<file path="src/hw/lights_macros.svh">
`ifndef LIGHTS_MACROS_SVH
`define LIGHTS_MACROS_SVH

// cells per side of the square light grid.
`define GRID_SIZE 16

// width of a decimal coordinate while it is being parsed.
`define POS_WIDTH 12

// width of one input character.
`define CHAR_WIDTH 8

// bits needed to index one row or one column of the grid.
`define CELL_WIDTH ($clog2(`GRID_SIZE))

// the lit count must be able to hold every cell of the grid.
`define COUNT_WIDTH ($clog2(`GRID_SIZE * `GRID_SIZE + 1))

`endif

</file>
<file path="src/hw/lights_pkg.sv">
`include "lights_macros.svh"

package lights_pkg;

    // encoding follows the decoder's letter-pair detection.
    // turn_on is all ones, so bit 1 alone separates set from toggle/clear.
    typedef enum logic [1:0] {
        turn_off = 2'b00,
        toggle   = 2'b01,
        turn_on  = 2'b11
    } op_t;

    // which coordinate field the decoder is currently collecting.
    typedef enum logic [1:0] {
        start_row_s = 2'd0,
        start_col_s = 2'd1,
        end_row_s   = 2'd2,
        end_col_s   = 2'd3
    } parse_state_t;

    // one rectangle instruction, normalized so start is never past end.
    typedef struct packed {
        op_t                    op;
        logic [`CELL_WIDTH-1:0] start_row;
        logic [`CELL_WIDTH-1:0] start_col;
        logic [`CELL_WIDTH-1:0] end_row;
        logic [`CELL_WIDTH-1:0] end_col;
    } rect_instr_t;

endpackage

</file>
<file path="src/hw/instr_if.sv">
interface instr_if
    import lights_pkg::*;
();

    // valid is a single-cycle pulse; instr holds until the next line.
    logic        valid;
    rect_instr_t instr;

    // high while a rectangle is being swept.
    logic        busy;

    modport decoder (
        output valid,
        output instr
    );

    modport sweep (
        input  valid,
        input  instr,
        output busy
    );

endinterface

</file>
<file path="src/hw/line_decoder.sv">
`include "lights_macros.svh"

module line_decoder
    import lights_pkg::*;
(
    input  logic                   clk,
    input  logic                   reset,
    input  logic                   byte_valid,
    input  logic [`CHAR_WIDTH-1:0] byte_data,
    output logic                   end_of_file,
    instr_if.decoder               instr_out
);

    localparam logic [`CHAR_WIDTH-1:0] char_nul   = 8'h00;
    localparam logic [`CHAR_WIDTH-1:0] char_lf    = 8'h0a;
    localparam logic [`CHAR_WIDTH-1:0] char_space = 8'h20;
    localparam logic [`CHAR_WIDTH-1:0] char_comma = 8'h2c;
    localparam logic [`CHAR_WIDTH-1:0] char_zero  = 8'h30;
    localparam logic [`CHAR_WIDTH-1:0] char_nine  = 8'h39;
    localparam logic [`CHAR_WIDTH-1:0] char_f     = 8'h66;
    localparam logic [`CHAR_WIDTH-1:0] char_n     = 8'h6e;
    localparam logic [`CHAR_WIDTH-1:0] char_o     = 8'h6f;
    localparam logic [`CHAR_WIDTH-1:0] char_t     = 8'h74;

    parse_state_t           field_state;
    logic [`CHAR_WIDTH-1:0] prev_char;
    logic [`CHAR_WIDTH-1:0] digit_char;
    logic [`POS_WIDTH-1:0]  position;
    op_t                    op;
    logic                   cur_digit;
    logic                   prev_digit;
    logic                   line_end;
    logic                   number_done;

    logic [`CELL_WIDTH-1:0] start_row;
    logic [`CELL_WIDTH-1:0] start_col;
    logic [`CELL_WIDTH-1:0] end_row;
    logic [`CELL_WIDTH-1:0] end_col;
    logic [`CELL_WIDTH-1:0] cur_start_row;
    logic [`CELL_WIDTH-1:0] cur_start_col;
    logic [`CELL_WIDTH-1:0] cur_end_row;
    logic [`CELL_WIDTH-1:0] cur_end_col;

    function automatic logic is_digit(logic [`CHAR_WIDTH-1:0] c);
        return (c >= char_zero) && (c <= char_nine);
    endfunction

    assign cur_digit  = is_digit(byte_data);
    assign prev_digit = is_digit(prev_char);
    assign digit_char = byte_data - char_zero;
    assign line_end   = byte_valid && (byte_data == char_lf);

    // a number is complete when a separator follows its last digit.
    assign number_done = byte_valid && prev_digit &&
                         (byte_data == char_comma || byte_data == char_space ||
                          byte_data == char_lf);

    // the field values as they will be once this byte is taken, so the
    // final coordinate is already part of the instruction on the line feed.
    always_comb begin
        cur_start_row = start_row;
        cur_start_col = start_col;
        cur_end_row   = end_row;
        cur_end_col   = end_col;
        if (number_done) begin
            case (field_state)
                start_row_s: cur_start_row = position[`CELL_WIDTH-1:0];
                start_col_s: cur_start_col = position[`CELL_WIDTH-1:0];
                end_row_s:   cur_end_row   = position[`CELL_WIDTH-1:0];
                default:     cur_end_col   = position[`CELL_WIDTH-1:0];
            endcase
        end
    end

    always_ff @(posedge clk) begin
        if (reset) begin
            prev_char   <= char_nul;
            field_state <= start_row_s;
        end else if (byte_valid) begin
            prev_char <= byte_data;
            if (byte_data == char_lf) begin
                field_state <= start_row_s;
            end else begin
                case (field_state)
                    start_row_s: if (byte_data == char_comma) field_state <= start_col_s;
                    start_col_s: if (byte_data == char_space) field_state <= end_row_s;
                    end_row_s:   if (byte_data == char_comma) field_state <= end_col_s;
                    default:     field_state <= end_col_s;
                endcase
            end
        end
    end

    always_ff @(posedge clk) begin
        if (byte_valid) begin
            if (cur_digit) begin
                position <= prev_digit ? position * `POS_WIDTH'(10) + `POS_WIDTH'(digit_char)
                                       : `POS_WIDTH'(digit_char);
            end
            case ({prev_char, byte_data})
                {char_o, char_f}: op <= turn_off;
                {char_t, char_o}: op <= toggle;
                {char_o, char_n}: op <= turn_on;
                default: ;
            endcase
            start_row <= cur_start_row;
            start_col <= cur_start_col;
            end_row   <= cur_end_row;
            end_col   <= cur_end_col;
        end
    end

    // the rectangle goes out with its corners ordered low to high.
    always_ff @(posedge clk) begin
        if (line_end) begin
            instr_out.instr.op        <= op;
            instr_out.instr.start_row <= (cur_start_row <= cur_end_row) ? cur_start_row
                                                                         : cur_end_row;
            instr_out.instr.end_row   <= (cur_start_row <= cur_end_row) ? cur_end_row
                                                                         : cur_start_row;
            instr_out.instr.start_col <= (cur_start_col <= cur_end_col) ? cur_start_col
                                                                         : cur_end_col;
            instr_out.instr.end_col   <= (cur_start_col <= cur_end_col) ? cur_end_col
                                                                         : cur_start_col;
        end
    end

    always_ff @(posedge clk) begin
        if (reset) begin
            instr_out.valid <= 1'b0;
            end_of_file     <= 1'b0;
        end else begin
            instr_out.valid <= line_end;
            if (byte_valid && byte_data == char_nul) begin
                end_of_file <= 1'b1;
            end
        end
    end

endmodule

</file>
<file path="src/hw/sweep_fsm.sv">
`include "lights_macros.svh"

module sweep_fsm
    import lights_pkg::*;
(
    input  logic                   clk,
    input  logic                   reset,
    instr_if.sweep                 instr_in,
    input  logic                   last_cell,
    output logic                   start,
    output logic [`CELL_WIDTH-1:0] start_row,
    output logic [`CELL_WIDTH-1:0] start_col,
    output logic [`CELL_WIDTH-1:0] end_row,
    output logic [`CELL_WIDTH-1:0] end_col,
    output op_t                    op
);

    typedef enum logic {
        state_idle  = 1'b0,
        state_sweep = 1'b1
    } sweep_state_t;

    sweep_state_t state;

    // start is taken straight from the pulse so the scanner loads on the
    // same edge that moves this machine into sweep.
    assign start = (state == state_idle) && instr_in.valid;

    // the scanner captures the bounds itself when start is high.
    assign start_row = instr_in.instr.start_row;
    assign start_col = instr_in.instr.start_col;
    assign end_row   = instr_in.instr.end_row;
    assign end_col   = instr_in.instr.end_col;

    always_ff @(posedge clk) begin
        if (reset) begin
            state <= state_idle;
        end else begin
            case (state)
                state_idle: begin
                    if (start) begin
                        state <= state_sweep;
                    end
                end
                default: begin
                    if (last_cell) begin
                        state <= state_idle;
                    end
                end
            endcase
        end
    end

    // the operation is held for the grid through the whole sweep.
    always_ff @(posedge clk) begin
        if (start) begin
            op <= instr_in.instr.op;
        end
    end

    assign instr_in.busy = (state == state_sweep);

    // the byte source has to hold off while a rectangle is in flight.
    assert property (@(posedge clk) disable iff (reset)
        instr_in.valid |-> !instr_in.busy);

endmodule

</file>
<file path="src/hw/rect_scanner.sv">
`include "lights_macros.svh"

module rect_scanner (
    input  logic                   clk,
    input  logic                   reset,
    input  logic                   start,
    input  logic [`CELL_WIDTH-1:0] start_row,
    input  logic [`CELL_WIDTH-1:0] start_col,
    input  logic [`CELL_WIDTH-1:0] end_row,
    input  logic [`CELL_WIDTH-1:0] end_col,
    output logic                   cell_valid,
    output logic [`CELL_WIDTH-1:0] row,
    output logic [`CELL_WIDTH-1:0] col,
    output logic                   last_cell
);

    logic [`CELL_WIDTH-1:0] first_row;
    logic [`CELL_WIDTH-1:0] first_col;
    logic [`CELL_WIDTH-1:0] last_row;
    logic [`CELL_WIDTH-1:0] last_col;

    assign last_cell = cell_valid && (row == last_row) && (col == last_col);

    always_ff @(posedge clk) begin
        if (start) begin
            first_row <= start_row;
            first_col <= start_col;
            last_row  <= end_row;
            last_col  <= end_col;
        end
    end

    // the walk is row-major and the column wraps back to the left edge at each row end.
    always_ff @(posedge clk) begin
        if (reset) begin
            cell_valid <= 1'b0;
            row        <= '0;
            col        <= '0;
        end else if (start) begin
            cell_valid <= 1'b1;
            row        <= start_row;
            col        <= start_col;
        end else if (cell_valid) begin
            if (last_cell) begin
                cell_valid <= 1'b0;
            end else if (col == last_col) begin
                col <= first_col;
                row <= row + 1'b1;
            end else begin
                col <= col + 1'b1;
            end
        end
    end

    assert property (@(posedge clk) disable iff (reset)
        cell_valid |-> (row >= first_row) && (row <= last_row) &&
                       (col >= first_col) && (col <= last_col));

endmodule

</file>
<file path="src/hw/light_grid.sv">
`include "lights_macros.svh"

module light_grid
    import lights_pkg::*;
(
    input  logic                    clk,
    input  logic                    reset,
    input  logic                    cell_valid,
    input  logic [`CELL_WIDTH-1:0]  row,
    input  logic [`CELL_WIDTH-1:0]  col,
    input  op_t                     op,
    output logic [`COUNT_WIDTH-1:0] lit_count
);

    // one bit per light, indexed [row][col].
    logic [`GRID_SIZE-1:0][`GRID_SIZE-1:0] cells;

    logic old_bit;
    logic new_bit;
    logic turned_on;
    logic turned_off;

    assign old_bit = cells[row][col];

    always_comb begin
        case (op)
            turn_on:  new_bit = 1'b1;
            toggle:   new_bit = !old_bit;
            default:  new_bit = 1'b0;
        endcase
    end

    assign turned_on  = cell_valid && new_bit && !old_bit;
    assign turned_off = cell_valid && !new_bit && old_bit;

    always_ff @(posedge clk) begin
        if (reset) begin
            cells <= '0;
        end else if (cell_valid) begin
            cells[row][col] <= new_bit;
        end
    end

    // the count tracks each change instead of summing the whole grid.
    always_ff @(posedge clk) begin
        if (reset) begin
            lit_count <= '0;
        end else if (turned_on) begin
            lit_count <= lit_count + 1'b1;
        end else if (turned_off) begin
            lit_count <= lit_count - 1'b1;
        end
    end

    assert property (@(posedge clk) disable iff (reset)
        lit_count <= (`GRID_SIZE * `GRID_SIZE));

endmodule

</file>
<file path="src/hw/light_array_top.sv">
`include "lights_macros.svh"

module light_array_top
    import lights_pkg::*;
(
    input  logic                    clk,
    input  logic                    reset,
    input  logic                    byte_valid,
    input  logic [`CHAR_WIDTH-1:0]  byte_data,
    output logic                    busy,
    output logic                    end_of_file,
    output logic [`COUNT_WIDTH-1:0] lit_count
);

    instr_if instr_bus ();

    logic                   start;
    logic [`CELL_WIDTH-1:0] start_row;
    logic [`CELL_WIDTH-1:0] start_col;
    logic [`CELL_WIDTH-1:0] end_row;
    logic [`CELL_WIDTH-1:0] end_col;
    logic                   cell_valid;
    logic [`CELL_WIDTH-1:0] row;
    logic [`CELL_WIDTH-1:0] col;
    logic                   last_cell;
    op_t                    op;

    line_decoder u_line_decoder (
        .clk         (clk),
        .reset       (reset),
        .byte_valid  (byte_valid),
        .byte_data   (byte_data),
        .end_of_file (end_of_file),
        .instr_out   (instr_bus.decoder)
    );

    sweep_fsm u_sweep_fsm (
        .clk       (clk),
        .reset     (reset),
        .instr_in  (instr_bus.sweep),
        .last_cell (last_cell),
        .start     (start),
        .start_row (start_row),
        .start_col (start_col),
        .end_row   (end_row),
        .end_col   (end_col),
        .op        (op)
    );

    rect_scanner u_rect_scanner (
        .clk        (clk),
        .reset      (reset),
        .start      (start),
        .start_row  (start_row),
        .start_col  (start_col),
        .end_row    (end_row),
        .end_col    (end_col),
        .cell_valid (cell_valid),
        .row        (row),
        .col        (col),
        .last_cell  (last_cell)
    );

    light_grid u_light_grid (
        .clk        (clk),
        .reset      (reset),
        .cell_valid (cell_valid),
        .row        (row),
        .col        (col),
        .op         (op),
        .lit_count  (lit_count)
    );

    assign busy = instr_bus.busy;

endmodule

</file>
<file path="config.mk">
export PLATFORM = sky130hd
export DESIGN_NAME = light_array_top
export DESIGN_NICKNAME = d
export VERILOG_FILES = /design/src/hw/lights_pkg.sv /design/src/hw/instr_if.sv /design/src/hw/line_decoder.sv /design/src/hw/sweep_fsm.sv /design/src/hw/rect_scanner.sv /design/src/hw/light_grid.sv /design/src/hw/light_array_top.sv
export VERILOG_INCLUDE_DIRS = /design/src /design/src/hw
export SDC_FILE = /design/constraint.sdc
export NUM_CORES = 1
export LEC_CHECK = 0
export ABC_AREA = 0
export BUFFER_PORTS_ARGS = -buffer_cell sky130_fd_sc_hd__buf_2
export CORE_ASPECT_RATIO = 0.75
export CORE_MARGIN = 5
export CORE_UTILIZATION = 49
export DETAILED_ROUTE_END_ITERATION = 7
export PLACE_DENSITY = 0.66
export RECOVER_POWER = 50
export SYNTH_ARGS = -nofsm -noshare
export SYNTH_HDL_FRONTEND = slang
export SYNTH_SLANG_ARGS = --single-unit
</file>
<file path="constraint.sdc">
create_clock -name clk -period 4.5 [get_ports clk]
set_input_delay 0.225 -clock clk [delete_from_list [all_inputs] [get_ports clk]]
set_output_delay 0.225 -clock clk [all_outputs]
set_load 0.005 [all_outputs]
</file>
Word level (Yosys, flattened, before mapping). Index checks and enable logic that the tools add are counted.

Bits in registers: 349. Input bits: 11. Logic and storage cells: 150.

Add/subtract/negate cells: 6. Multiply operators: 1. Order comparisons: 10. Equality and inequality tests: 16. Muxes and demuxes: 44. Bitwise logic cells: 1. Reduce and logical (&&, ||, !) cells: 31.

Operators by type and width (number): $bwmux W256 (1); $mux W4 (20); $bmux W16 S4 (1); $demux W16 S4 (1); $eq A16 B15 Y1 const B (3); $mux W16 (2); $mux W9 (2); $eq A8 B6 Y1 const B (2); $ge A8 B6 Y1 const B (2); $le A8 B6 Y1 const B (2); $logic_and A1 B1 Y1 (15); $add A12 B8 Y12 (1); $mul A12 B3 Y11 const B (1); $pmux W2 S3 (2); $lt A4 B5 Y1 const B (2); $add A9 B1 Y9 const B (1); $ne A3 B1 Y1 const B (3); $sub A9 B1 Y9 const B (1); $add A4 B1 Y4 const B (2); $eq A4 B4 Y1 (2); $eq A8 B4 Y1 const B (1); $ge A4 B1 Y1 const B (2); $le A4 B4 Y1 (2); $logic_not A8 Y1 (1); 20 further kinds (37).

Longest topological paths before layout.
Depth after elaboration: 11. Depth in mapped cells: 23. Gate-level depth less buffers: 18.

Modules after synthesis. A second synthesis with hierarchy kept.

Cell total of the unflattened synthesis: 1838. Area total of the unflattened synthesis: 18038.6 µm².

Modules (own cells, without submodules): light_grid (times used 1, cells each 1481, area each 14041.0 µm², seq. area each 5305.1 µm²); line_decoder (times used 1, cells each 251, area each 2770.2 µm², seq. area each 1441.4 µm²); rect_scanner (times used 1, cells each 84, area each 1007.2 µm², seq. area each 540.5 µm²); sweep_fsm (times used 1, cells each 22, area each 220.2 µm², seq. area each 80.1 µm²).

Worst setup path before layout. OpenSTA, ideal clock, no wires.

Path type: flip-flop to flip-flop. Start point: register u_rect_scanner.row[0]. End point: register u_light_grid.lit_count[8]. Library setup time: 0.123 ns. Data arrival time: 4.427 ns. Required time: 4.377 ns. Setup slack: -0.050 ns. Stages on the path, launching flop included: 20. Path buffers: 2. Cell sequence: dfxtp_1 buf_6 mux4_2 mux4_2 nand2_1 a21oi_1 a211o_1 nand4_2 nor2b_1 buf_2 inv_1 ha_1 nor2b_1 o21ai_0 a21boi_0 o21ai_0 a21boi_0 o21a_1 o41ai_1 mux2_1.

Longest elaborated chain between the ends: 10.

Ends and longest elaborated chain: from (decl) (line rect_scanner.sv:12) `` output logic [`CELL_WIDTH-1:0] row, ``; from (signal assigned) (line rect_scanner.sv:41) `row <= start_row;`; from (signal assigned) (line rect_scanner.sv:48) `row <= row + 1'b1;`; $bmux W16 S4 (*) (line light_grid.sv:23) `assign old_bit = cells[row][col];`; $mux W16 (implied by the code) (*) (line light_grid.sv:23); $bmux W1 S4 (*) (line light_grid.sv:23); $mux W1 (implied by the code) (*) (line light_grid.sv:23); $logic_not A1 Y1 (line light_grid.sv:28, light_grid.sv:33); $pmux W1 S2 (line light_grid.sv:26) `case (op)`; $logic_not A1 Y1 (line light_grid.sv:34) `assign turned_off = cell_valid && !new_bit && old_bit;`; $logic_and A1 B1 Y1 (2 in series) (line light_grid.sv:34); $reduce_bool A2 Y1 (no source line); to (signal assigned) (line light_grid.sv:49) `lit_count <= lit_count + 1'b1;`; to (signal assigned) (line light_grid.sv:51) `lit_count <= lit_count - 1'b1;`; to (decl) (line light_grid.sv:12) `` output logic [`COUNT_WIDTH-1:0] lit_count ``.

Every way passes the cells marked *; elsewhere a longest branch is shown, timed or not. The select of a mux whose other input is x is not followed. A chain may end at the register's enable or synchronous reset.

Worst setup path in the final report.
Start point: register u_rect_scanner.row[1]. End point: register u_light_grid.lit_count[5].

The elaborated chain is that of the path after synthesis.

==> qor.yml <==
timing:
  whs_ps: 57.3
  fin_ws_ps: 104
  fin_skew_ps: 23.4
  timing.fmax_mhz: 227
  tns_ps: 0
  hold_viol: 0
  maxSlewHeadroom_pct: -14.0
  maxSlewViolCount: 30
  period_share_pct: 97.7
  tightest_slew_ps: 1710
  fin_crit_ps: 4400
  setup_viol: 0
power_and_ir_drop:
  power.density_nw_per_um2: 323
  finalPower_mw: 6.20
  leakage_nw: 6.15
  vdd_drop_max_uv: 253
floorplanning:
  start_util_pct: 50.0
  dieArea_sq_um: 39600
  fp.dieW_microns: 228
  fp-row-count: 59
  core_sq_um: 34900
  io_pins: 22
  die_h_microns: 174
worst_hold_path:
  whs_endpoint: "u_line_decoder.prev_char[5]"
  hp-class: "in -> reg"
  worstHoldStart: "byte_data[5]"
  whs_path_depth: 3
global_routing:
  grt-ovfl-total: 0
  grt_max_degree: 128
  grt_pass1_wl_mm: 71.8
  antenna_found_initial: 0
  grt.total_usage_pct: 22.1
  grt_pass1_vias: 12500
routing:
  avgRoutedWirePerCell_microns: 22.6
  antenna_left: 0
  route.final.wire_length_mm: 45.4
  drc_errors: 0
  avgViaCountPerCell: 6.52
  firstDrtPassIters: 5
  drtIter0Drc: 1262
  vias: 13100
setup_path:
  crit_arrival_ps: 4800
  critical_path_class: "reg -> reg"
  r2r-start: "u_rect_scanner.row[1]"
  cp-end-kind: "flip-flop"
  slowest_stage: "mux4_2"
  rrSetupSlack_ps: 100
  slowest_delay_ps: 500
  cp_max_fo: 6
  required_ps: 4900
  r2r_cells: 21
  reg2reg_to: "u_light_grid.lit_count[5]"
  path_cells: "buf_12, buf_12, mux4_2, mux4_2, mux2i_1, o211ai_1, nand4_4, nor2b_4, inv_1, buf_6, ha_1, a21o_1, a21oi_2, o21ai_2, a21oi_2, buf_4, xor2_2, nand2_1, mux2_2, nor2_1, a211oi_1"
  start_kind: "flip-flop"
yosys:
  syn_area_per_cell_sq_um: 11.2
  synth_cell_types: 63
  synth_area_leaders: "dfxtp_1 33%, o31ai_2 13%, o211ai_1 11%"
  syn-num-nets: 1603
  synth.largest_area_cell: "dfxtp_1"
  ys_ff_latch: 341
  synth-edff-count: 54
  postSynthCellCount: 1566
  ys_async_sr_fraction_pct: 0
  netlist.area_leader.share_pct: 32.9
  yosysSeqAreaShare_pct: 42.2
  synth_warnings: 0
  ys.flop_type: "dfxtp_1"
  synth_area_sq_um: 17500
status:
  outcome: "complete, but fails checks"
  violations: "max-capacitance violations, max-slew violations"
placement:
  postPlaceCellArea_sq_um: 18000
  pre_cts_slack_ps: -231
  gp_congestion: 0.870
  hpwl_mm: 29.0
  port_buffers: 21
clock_network:
  cts_tree: "built"
  cts_buffers: 36
  clkLatencyLatePin_ps: 530
  cts.sinks: 341
  cts_max_level: 2
  clkTransAtPathRegs_ps: 60
  clk_path_buf_depth: 3
  cts-root-buf: "clkbuf_16"
cells_and_area:
  num_antenna_cells: 0
  design_area_sq_um: 19200
  mostFrequentLayoutCells: "284 x dfxtp_1, 262 x o211ai_1, 159 x o31ai_2, 97 x o31ai_1"
  fillers: 2987
  layout.cells.most_common: "dfxtp_1"
  final_net_count: 1563
  area_growth_pct: 9.88
  drive_gt1_share_pct: 26.1
run:
  drv_cap: 1
-- where the power goes --
part,internal [mW],total (mW),switching (mW)
Combinational,0.0444,0.150,0.106
Clock,1.69,2.93,1.24
Sequential,3.11,3.11,0.00655
-- flip-flops by register name, indices dropped and copies added, names as in the netlist, 4 cells and up --
name and flops:
u_rect_scanner.last_row 4, u_line_decoder.end_row 4, u_line_decoder.end_col 4, u_line_decoder.start_col 4
u_line_decoder.start_row 4, u_rect_scanner.last_col 4, u_light_grid.lit_count 9, u_rect_scanner.first_col 4
u_line_decoder.instr_out.instr 18, u_line_decoder.position 4, u_rect_scanner.row 4, u_line_decoder.prev_char 8
u_rect_scanner.col 4, u_light_grid.cells 256
-- synth_stat cells, types with 3 or more instances --
library cell / number
nand2b_1: 9
nand2_1: 59
buf_1: 4
mux2i_1: 38
o21ai_1: 3
o21ai_0: 22
ha_1: 24
a22oi_1: 7
clkbuf_1: 140
dfxtp_1: 287
a31oi_1: 3
xnor2_1: 12
nor2_1: 55
inv_1: 34
mux2_2: 12
o31ai_1: 81
nor3_1: 5
a21oi_1: 36
nand3_1: 33
o211ai_1: 261
buf_2: 11
a22o_1: 5
nor2b_1: 13
xor2_1: 10
and2_1: 3
a211oi_1: 10
o2111ai_1: 3
nor4_1: 3
mux4_2: 64
o21a_1: 4
nand4_1: 6
a311oi_1: 3
nor3b_1: 3
buf_4: 8
o31ai_2: 175
edfxtp_1: 54
buf_6: 28
-- worst max-delay path by stage --
stage / start / endpoint / slack (ps) / cells past startpoint
global route: u_rect_scanner.row[1] / u_light_grid.lit_count[6] / -20 / 19
CTS: u_rect_scanner.row[1] / u_light_grid.lit_count[5] / 20 / 21
finish: u_rect_scanner.row[1] / u_light_grid.lit_count[5] / 100 / 21
global placement: u_rect_scanner.row[0] / u_light_grid.lit_count[8] / -130 / 17
floorplan: u_rect_scanner.row[0] / u_light_grid.lit_count[8] / 30 / 19
detailed placement: u_rect_scanner.row[0] / u_light_grid.lit_count[8] / -230 / 17
-- logic make-up (layout without fill, tap and decap cells) --
| kind of cell | after synthesis | after routing | share of synthesized area, % |
|---|---|---|---|
| buf+inv | 227 | 212 | 6.33 |
| simple gates | 200 | 200 | 5.44 |
| flops | 341 | 341 | 42.2 |
| xor+xnor | 22 | 22 | 1.10 |
| mux | 116 | 116 | 11.3 |
| compound gates | 634 | 634 | 31.7 |
| fa+ha+maj | 26 | 26 | 1.95 |
-- layout make-up --
class,count,area [sq um],area share [%]
inverter,36,140,0.730
multi-input combinational,998,9020,47.0
tap,457,572,2.98
clock buffer,47,967,5.04
clock inverter,16,168,0.873
sequential,341,7380,38.4
timing repair buffer,113,953,4.97
-- through the flow --
step | cells | util (%)
final | 2008 | 55.0
after global routing | 2008 | 55.0
after global placement | 1935 | 51.5
after CTS | 2008 | 55.1
after floorplan | 1566 | -
after detailed placement | 1935 | 51.5
-- worst max-delay path, delay by kind of cell, from the launching register on --
kind                     cells  cell delay [ps]
XOR/XNOR                     1              140
adder cells (fa/ha/maj)      1              270
AO/OA/AOI/OAI                6              890
multiplexers                 4             1450
flip-flops                   1              390
buffers and inverters        5              590
AND/OR/NAND/NOR              4              540
-- layer usage --
metal	share of wire (%)	vias to the layer above	global-route usage (%)
li1	-	6120	-
met1	47	6473	33.1
met5	0	-	0
met4	2.6	0	6.45
met3	7.4	83	4.91
met2	43	422	32.2
-- timing repair --
| item | CTS | global route |
|---|---|---|
| buffers inserted | 6 | 1 |
| setup endpoints to repair | 4 | 4 |
| resized for setup | 4 | 28 |
| hold endpoints to repair | 5 | 0 |
| pin swaps | 1 | 19 |
| hold buffers | 4 | 0 |
Power figures use the tool's default switching activity.
